## src/source/l2i_pkg.sv

```systemverilog
package l2i_pkg;

    // geometry
    localparam int TAG_W    = 24;
    localparam int INDEX_W  = 4;
    localparam int ADDR_W   = TAG_W + INDEX_W;
    localparam int NUM_SETS = 1 << INDEX_W;
    localparam int LINE_W   = 128;

    // one replacement bit per set only covers two ways
    localparam int NUM_WAYS = 2;

    typedef logic [ADDR_W-1:0]  line_addr_t;
    typedef logic [TAG_W-1:0]   tag_t;
    typedef logic [INDEX_W-1:0] index_t;
    typedef logic [LINE_W-1:0]  line_t;
    typedef logic               way_t;

    // result of the tag compare for the current request
    typedef struct packed {
        logic hit;
        way_t hit_way;
        way_t victim_way;
    } lookup_t;

    typedef enum logic [0:0] {
        COMPARE_TAG = 1'b0,
        ALLOCATE    = 1'b1
    } l2i_state_e;

    // upper bits of a line address
    function automatic tag_t addr_tag(input line_addr_t addr);
        return addr[ADDR_W-1:INDEX_W];
    endfunction

    // lower bits select the set
    function automatic index_t addr_index(input line_addr_t addr);
        return addr[INDEX_W-1:0];
    endfunction

endpackage

```

## src/source/l2i_tag_array.sv

```systemverilog
`timescale 1ns/1ps

module l2i_tag_array
    import l2i_pkg::*;
(
    input  logic       clk,
    input  logic       rst_n,
    input  line_addr_t cache_addr,
    input  logic       fill_en,
    input  logic       touch_en,
    output lookup_t    lookup
);

    // tag storage, guarded by the valid bits
    tag_t                tag_mem [NUM_SETS][NUM_WAYS];

    logic [NUM_WAYS-1:0] valid_q [NUM_SETS];

    // way to evict next in each set
    way_t                repl_q  [NUM_SETS];

    tag_t                req_tag;
    index_t              req_index;
    logic [NUM_WAYS-1:0] way_match;

    assign req_tag   = addr_tag(cache_addr);
    assign req_index = addr_index(cache_addr);

    // compare against every way of the set
    always_comb begin
        for (int w = 0; w < NUM_WAYS; w++) begin
            way_match[w] = valid_q[req_index][w] &&
                           (tag_mem[req_index][w] == req_tag);
        end
    end

    // two ways, so way 1 matching means hit way 1
    always_comb begin
        lookup.hit        = |way_match;
        lookup.hit_way    = way_t'(way_match[1]);
        lookup.victim_way = repl_q[req_index];
    end

    always_ff @(posedge clk) begin
        if (fill_en) begin
            tag_mem[req_index][lookup.victim_way] <= req_tag;
        end
    end

    always_ff @(posedge clk) begin
        if (!rst_n) begin
            for (int s = 0; s < NUM_SETS; s++) begin
                valid_q[s] <= '0;
                repl_q[s]  <= '0;
            end
        end else if (fill_en) begin
            valid_q[req_index][lookup.victim_way] <= 1'b1;
            // freshly filled way becomes most recent
            repl_q[req_index] <= ~lookup.victim_way;
        end else if (touch_en) begin
            repl_q[req_index] <= ~lookup.hit_way;
        end
    end

endmodule

```

## src/source/l2i_data_array.sv

```systemverilog
`timescale 1ns/1ps

module l2i_data_array
    import l2i_pkg::*;
(
    input  logic       clk,
    input  line_addr_t cache_addr,
    input  lookup_t    lookup,
    input  logic       fill_en,
    input  line_t      mem_rdata,
    output line_t      cache_rdata
);

    // line storage, contents only meaningful where valid is set
    line_t  data_mem [NUM_SETS][NUM_WAYS];

    index_t req_index;

    assign req_index = addr_index(cache_addr);

    // fill lands in the victim way of the requested set
    always_ff @(posedge clk) begin
        if (fill_en) begin
            data_mem[req_index][lookup.victim_way] <= mem_rdata;
        end
    end

    // hit way line, taken by the requester only with l2_ready
    assign cache_rdata = data_mem[req_index][lookup.hit_way];

endmodule

```

## src/source/l2i_ctrl.sv

```systemverilog
`timescale 1ns/1ps

module l2i_ctrl
    import l2i_pkg::*;
(
    input  logic    clk,
    input  logic    rst_n,
    input  logic    cache_read,
    input  lookup_t lookup,
    input  logic    mem_ready,
    output logic    l2_ready,
    output logic    mem_read,
    output logic    fill_en,
    output logic    touch_en
);

    l2i_state_e state_q;
    l2i_state_e state_d;

    always_ff @(posedge clk) begin
        if (!rst_n) begin
            state_q <= COMPARE_TAG;
        end else begin
            state_q <= state_d;
        end
    end

    always_comb begin
        state_d  = state_q;
        l2_ready = 1'b0;
        mem_read = 1'b0;
        fill_en  = 1'b0;
        touch_en = 1'b0;

        case (state_q)
            COMPARE_TAG: begin
                if (cache_read) begin
                    if (lookup.hit) begin
                        // answer in the request cycle
                        l2_ready = 1'b1;
                        touch_en = 1'b1;
                    end else begin
                        mem_read = 1'b1;
                        state_d  = ALLOCATE;
                    end
                end
            end

            ALLOCATE: begin
                // held until the memory answers
                mem_read = 1'b1;
                if (mem_ready) begin
                    fill_en = 1'b1;
                    state_d = COMPARE_TAG;
                end
            end

            default: begin
                state_d = COMPARE_TAG;
            end
        endcase
    end

endmodule

```

## src/source/l2i_cache.sv

```systemverilog
`timescale 1ns/1ps

module l2i_cache
    import l2i_pkg::*;
(
    input  logic       clk,
    input  logic       rst_n,

    // requester side
    input  logic       cache_read,
    input  line_addr_t cache_addr,
    output line_t      cache_rdata,
    output logic       l2_ready,

    // memory side
    output logic       mem_read,
    output line_addr_t mem_addr,
    input  line_t      mem_rdata,
    input  logic       mem_ready
);

    lookup_t lookup;
    logic    fill_en;
    logic    touch_en;

    // request address stays stable for the whole miss
    assign mem_addr = cache_addr;

    l2i_ctrl u_ctrl (
        .clk        (clk),
        .rst_n      (rst_n),
        .cache_read (cache_read),
        .lookup     (lookup),
        .mem_ready  (mem_ready),
        .l2_ready   (l2_ready),
        .mem_read   (mem_read),
        .fill_en    (fill_en),
        .touch_en   (touch_en)
    );

    l2i_tag_array u_tag_array (
        .clk        (clk),
        .rst_n      (rst_n),
        .cache_addr (cache_addr),
        .fill_en    (fill_en),
        .touch_en   (touch_en),
        .lookup     (lookup)
    );

    l2i_data_array u_data_array (
        .clk         (clk),
        .cache_addr  (cache_addr),
        .lookup      (lookup),
        .fill_en     (fill_en),
        .mem_rdata   (mem_rdata),
        .cache_rdata (cache_rdata)
    );

endmodule

```

## config.mk

```make
export PLATFORM = sky130hd
export DESIGN_NAME = l2i_cache
export DESIGN_NICKNAME = d
export VERILOG_FILES = /design/src/source/l2i_pkg.sv /design/src/source/l2i_tag_array.sv /design/src/source/l2i_data_array.sv /design/src/source/l2i_ctrl.sv /design/src/source/l2i_cache.sv
export SDC_FILE = /design/constraint.sdc
export NUM_CORES = 2
export LEC_CHECK = 0
export ABC_AREA = 1
export CAP_MARGIN = 20
export CORE_ASPECT_RATIO = 1.4
export CORE_MARGIN = 1
export CORE_UTILIZATION = 28
export CTS_BUF_LIST = sky130_fd_sc_hd__clkbuf_2
export DETAILED_ROUTE_END_ITERATION = 6
export DONT_BUFFER_PORTS = 1
export GPL_TIMING_DRIVEN = 0
export PLACE_DENSITY = 0.43
export REMOVE_ABC_BUFFERS = 1
export SYNTH_ARGS = -nofsm -noshare
export SYNTH_HDL_FRONTEND = slang
export SYNTH_MEMORY_MAX_BITS = 65536
export SYNTH_SLANG_ARGS = --single-unit
```

## constraint.sdc

```tcl
create_clock -name clk -period 8.9 [get_ports clk]
set_clock_uncertainty 0.2 [all_clocks]
set_input_delay 0.445 -clock clk [delete_from_list [all_inputs] [get_ports clk]]
set_output_delay 0.445 -clock clk [all_outputs]
set_load 0.1 [all_outputs]
```

Word level (Yosys, flattened, before mapping)

Memory sizes are Yosys's and may differ from the RTL's.
Cells that the tools add are included.

Bitwise operators: 6
$mul: 0
Shift-type cells: 0
Equality and inequality tests: 2
Divide/modulo/power cells: 0
Reductions and logical operators: 7
$add $sub $neg: 0
Order comparisons: 5
Mux-type cells: 37

Operators by type and width:

| operator           | count |
|---|---|
| $mux 128           | 4 |
| $mux 256           | 1 |
| $demux 128 s1      | 1 |
| $eq 24x24->1       | 2 |
| $mux 48            | 1 |
| $demux 24 s1       | 1 |
| $mux 24            | 1 |
| $mux 1             | 20 |
| $mux 4             | 2 |
| $mux 2             | 3 |
| $ge 2x2->1 const B | 2 |
| $logic_and 1x1->1  | 4 |
| $not 1->2          | 2 |
| $pmux 1 s2         | 2 |
| $reduce_or 2->1    | 2 |
| $not 1->1          | 3 |
| $lt 1x2->1 const B | 1 |
| $lt 2x1->1 const B | 1 |
| $demux 1 s1        | 1 |
| $ge 1x1->1 const B | 1 |
| $or 1x1->1         | 1 |
| $reduce_or 1->1    | 1 |

ROM bits: 0
Bits in registers: 1
Memories: 4
Input bits: 160
Latch bits: 0
Memory bits (writable): 4,912

Memory list:

| memory                | words | bits a word | rd ports | clocked after Yosys merged registers in | wr ports | RTL line             | source |
|---|---|---|---|---|---|---|---|
| u_data_array.data_mem | 16    | 256         | 1        | 0                                       | 1        | l2i_data_array.sv:15 | `line_t data_mem [NUM_SETS][NUM_WAYS];` |
| u_tag_array.tag_mem   | 16    | 48          | 1        | 0                                       | 1        | l2i_tag_array.sv:15  | `tag_t tag_mem [NUM_SETS][NUM_WAYS];` |
| u_tag_array.valid_q   | 16    | 2           | 1        | 0                                       | 16       | l2i_tag_array.sv:17  | `logic [NUM_WAYS-1:0] valid_q [NUM_SETS];` |
| u_tag_array.repl_q    | 16    | 1           | 1        | 0                                       | 16       | l2i_tag_array.sv:20  | `way_t repl_q [NUM_SETS];` |

Longest topological paths before layout

An unclocked memory read counts as a cell.

Depth in word-level cells: 14
Depth in mapped cells: 26
Depth with buffers taken out: 23

By module

A second synthesis with hierarchy kept.

Cell total of the unflattened synthesis: 17,877
Area total of the unflattened synthesis: 200,076.9 um^2

By module, submodules not included:

| module         | times used | area each (um^2) | cells an instance |
|---|---|---|---|
| l2i_data_array | 1          | 167,186.6        | 15,110 |
| l2i_tag_array  | 1          | 32,603.8         | 2,726 |
| l2i_cache      | 1          | 210.2            | 28 |
| l2i_ctrl       | 1          | 76.3             | 13 |

Worst setup path before layout

No wires, ideal clock.

Path kind: in2reg
Start: input port cache_addr[1]
End: memory u_data_array.data_mem[10][0] (netlist bit) (enable)
Stages: 12
Arrival: 8.419 ns
Required time: 8.034 ns
Path slack: -0.385 ns
Path buffers: 6
Cell sequence: buf_4 > inv_2 > nor2_4 > buf_4 > buf_2 > buf_2 > clkbuf_1 > buf_2 > inv_1 > nor2_1 > inv_1 > nor2_1

Word-level cells in the longest chain between the ends: 7
Elaborated cells between the ends (all ways): 8

Ends and longest elaborated chain:

| element                                                        | RTL line             | source |
|---|---|---|
| start: declaration                                             | l2i_cache.sv:11      | `input line_addr_t cache_addr,` |
| $mem_v2 16x1                                                   | n/a                  |  |
| $not 1->2 (implied by the code)                                | l2i_data_array.sv:24 | `data_mem[req_index][lookup.victim_way] <= mem_rdata;` |
| $ge 2x2->1 (implied by the code) or $lt 2x1->1 (tied branches) | l2i_data_array.sv:24 |  |
| $logic_and 1x1->1 (implied by the code)                        | l2i_data_array.sv:24 |  |
| $mux 128 (implied by the code)                                 | l2i_data_array.sv:24 |  |
| $demux 128 s1                                                  | l2i_data_array.sv:24 |  |
| $mux 256 (implied by the code)                                 | l2i_data_array.sv:24 |  |
| end: declaration                                               | l2i_data_array.sv:15 |  |

Parallel ways exist; a longest one is shown, timed or not.

Final worst setup path

Start: input port cache_addr[1]
End: output port cache_rdata[12]

Word-level cells in the longest chain between the ends: 7
Elaborated cells between the ends (all ways): 9

Ends and longest elaborated chain:

| element                                        | RTL line             | source |
|---|---|---|
| $mem_v2 16x48                                  | n/a                  |  |
| $eq 24x24->1                                   | l2i_tag_array.sv:33  | `(tag_mem[req_index][w] == req_tag);` |
| $logic_and 1x1->1                              | l2i_tag_array.sv:32  | `way_match[w] = valid_q[req_index][w] &&` |
| $not 1->2 (implied by the code)                | l2i_data_array.sv:29 | `assign cache_rdata = data_mem[req_index][lookup.hit_way];` |
| $mux 128 (implied by the code) * (3 in series) | l2i_data_array.sv:29 |  |
| end: declaration                               | l2i_cache.sv:12      | `output line_t cache_rdata,` |

Every way passes the cells marked *; elsewhere a longest branch is shown, timed or not. The select of a mux whose other input is x is not followed.

==> metrics.md <==
| Metric | Value |
|---|---|
| Std cell rows | 351 |
| Core area | 653,000 µm² |
| Grt total ovfl | 0 |
| Post-Synth Adder-Cell Area | 0 |
| Post-DP HPWL | 367,500 µm |
| CTS resizes | 0 |
| Routed vias/inst | 4.960 |
| Most frequent cells in the layout | edfxtp_1, a22oi_1, nand2_1 |
| GRT Total Usage | 0.1856 |
| Routed Antenna Nets | 0 |
| Routed Wire Length | 626,000 µm |
| Slew HR | 0.1381 |
| Most common cell after layout, fill and taps aside | edfxtp_1 |
| DRC Markers | 0 |
| CP Max Fanout | 75 |
| Uppermost layer routed | met4 |
| Largest family of logic cells by synthesized area | compound AO/OA/AOI/OAI gates |
| Worst R2R Path Depth | 28 |
| Die X-Extent | 686.4 µm |
| Final setup fails | 0 |
| Fin crit period | 8.689 ns |
| Max-slew violations | 0 |
| Gate count after technology mapping | 11,670 |
| Setup TNS | 0 ns |
| Largest net degree at the start of global routing | 212 |
| CTS tree | built |
| Maxcap violations | 0 |
| Met3 wire len | 29,420 µm |
| Startpoint types | input port |
| Worst vdd ir | 0.0001433 V |
| WL met1 | 270,200 µm |
| Post-synthesis compound-gate area fraction | 0.1238 |
| Post-CTS Repair Setup Buffers | 0 |
| Peak Freq | 115.1 MHz |
| H-tree levels | 7 |
| CP endpoint kind | output port |
| Status | finished clean |
| Post-layout nets | 13,660 |
| Clk sinks | 4,913 |
| Vert. Die Dim | 960.2 µm |
| # IOs | 318 |
| Vias in the first global route | 115,100 |
| Total CTS buffers | 1,229 |
| RD Place Congestion | 0.6712 |
| Hold_buf cts | 707 |
| RSZ-0062 raised after global routing | false |
| Hold path depth | 4 |
| Worst EP required | 8.26 ns |
| Post-synthesis mux area share | 0 |
| Least-Margin Pin Slew | 1.293 ns |
| DR vias | 113,700 |
| 1st-iter DRT viols | 8,643 |
| Tot Pwr | 43,190 µW |
| Synth unique cells | 29 |
| Worst Hold Class | in2reg |
| Initial antenna violation count | 18 |
| Hold Fails Final Rpt | 0 |
| Cell area after synthesis | 183,600 µm² |
| Post-Syn Area per Cell | 15.73 µm² |
| Standby leakage power | 0.07423 µW |
| Cell area power density | 193.4 nW/µm² |
| Simple-Gate Fraction of Synth Area | 0.05315 |
| Post-synthesis xor/xnor area fraction | 0 |
| Crit path kind | in2out |
| WL per Instance | 27.31 µm |
| Worst path arrival time | 8.04 ns |
| Starting Density | 0.2812 |
| Seq cells post-synth | 4,913 |
| Syn. warnings | 0 |
| Worst skew pair latency | 2.41 ns |
| CTS Buffer Depth | 5 |
| Fraction of layout cells with a size suffix above 1 | 0.1875 |
| Synth-to-layout area growth | 21.60% |
| Routed met2 length | 312,200 µm |
| Root buf cell | clkbuf_2 |
| Buffers on Ports | 0 |
| First-pass DRT Iterations | 5 |
| Sequential fraction of the synthesis area | 0.8008 |
| Die area | 659,100 µm² |
| Crit share post-route | 0.9763 |
| CTS clk-pin slew, worst paths | 0.12 ns |
| First-pass GRT wire length | 875,400 µm |
-- worst max-delay path, cell delays in order --
cell	delay, ns
buf_16	0.40
buf_16	0.39
inv_8	0.28
dlygate4sd3_1	0.72
nor2_4	0.40
buf_12	0.26
dlygate4sd3_1	0.62
buf_12	0.20
buf_12	0.20
a22oi_1	0.10
nand2_1	0.12
nand2_1	0.05
nand2_1	0.08
o21ai_1	0.08
nand2_1	0.08
nand3_1	0.26
nor2_1	0.39
nand2_8	0.28
buf_16	0.30
buf_16	0.31
o41ai_1	1.00
inv_1	0.75
-- final timing paths --
check / start / end / slack [ns]
setup / recovery: cache_addr[1] / cache_rdata[12] / 0.21
hold / removal: mem_rdata[124] / u_data_array.data_mem[9][252]$_DFFE_PP_ / 0.23
setup reg to reg: u_tag_array.tag_mem[15][31]$_DFFE_PP_ / u_tag_array.repl_q[6]$_DFF_P_ / 1.31
hold reg to reg: u_tag_array.valid_q[4][0]$_DFF_P_ / u_tag_array.valid_q[4][0]$_DFF_P_ / 0.27
-- report_power, final --
part	switching, µW	internal (µW)
combinational	2280	993
clock	8990	5470
sequential	12.0	25400
total	11300	31900
-- routing by layer --
layer	vias up	track usage
li1	49980	-
met1	59380	0.2409
met2	3385	0.3145
met3	945	0.03464
met4	0	0.05577
met5	-	0
-- cell families (layout without fill, tap and decap cells) --
logic type / count (synthesis) / count (layout)
AO/OA/AOI/OAI: 3387 / 3387
AND/OR/NAND/NOR: 2404 / 2404
buffers and inverters: 966 / 3533
other: 0 / 35
flip-flops: 4913 / 4913
-- layout make-up --
cell class | count | area [µm²]
clock inverters | 265 | 1410
repair buffers | 1372 | 21520
diodes | 35 | 87.58
well taps | 8648 | 10820
flip-flops and latches | 4913 | 147000
multi-input cells | 5791 | 33090
clock buffers | 1704 | 8528
inverters | 192 | 768.2
fillers | 63310 | 429800
-- cells in the mapped netlist --
cell | instances | area [µm²]
o21ai_0 | 64 | 320.3
clkbuf_1 | 478 | 1794
nand2_1 | 1920 | 7207
a21oi_1 | 1042 | 5215
nand4_1 | 14 | 87.58
nor4_1 | 128 | 800.8
a22oi_1 | 2092 | 15710
nor2_2 | 2 | 12.51
o21bai_1 | 1 | 7.510
buf_4 | 42 | 315.3
dfxtp_1 | 49 | 980.9
nor3_1 | 8 | 40.04
buf_6 | 15 | 168.9
buf_2 | 154 | 770.7
inv_2 | 9 | 33.78
nand3_1 | 70 | 350.3
o22ai_1 | 20 | 125.1
nor2_4 | 1 | 11.26
nand2_2 | 3 | 18.77
nand2_4 | 3 | 33.78
o21ai_1 | 28 | 140.1
o41ai_1 | 128 | 1121
nor2_1 | 159 | 596.8
inv_1 | 182 | 683.2
edfxtp_1 | 4864 | 146100
buf_1 | 85 | 319.1
o21a_1 | 12 | 90.09
or2_2 | 96 | 600.6
clkinv_1 | 1 | 3.750
-- through the flow --
stage	area, µm²	worst slack, ns	utilization	std cells	hold slack, ns
after floorplan	180200	-22.21	-	10900	0.2404
after global placement	191100	-71.51	0.2926	19540	0.2483
after detailed placement	204600	1.549	0.3133	20150	0.2532
after CTS	222100	0.1176	0.3401	22830	0.009803
after global routing	223300	0.05741	0.3419	22920	-0.06501
final	223300	0.2114	0.3419	22920	0.2326
-- state kept, by name, summed over array words and instances, names as in the netlist --
register and flops:
u_tag_array.valid_q 32, u_tag_array.repl_q 16, u_ctrl.state_q 1, u_tag_array.tag_mem 768
u_data_array.data_mem 4096
Power figures use the tool's default switching activity.
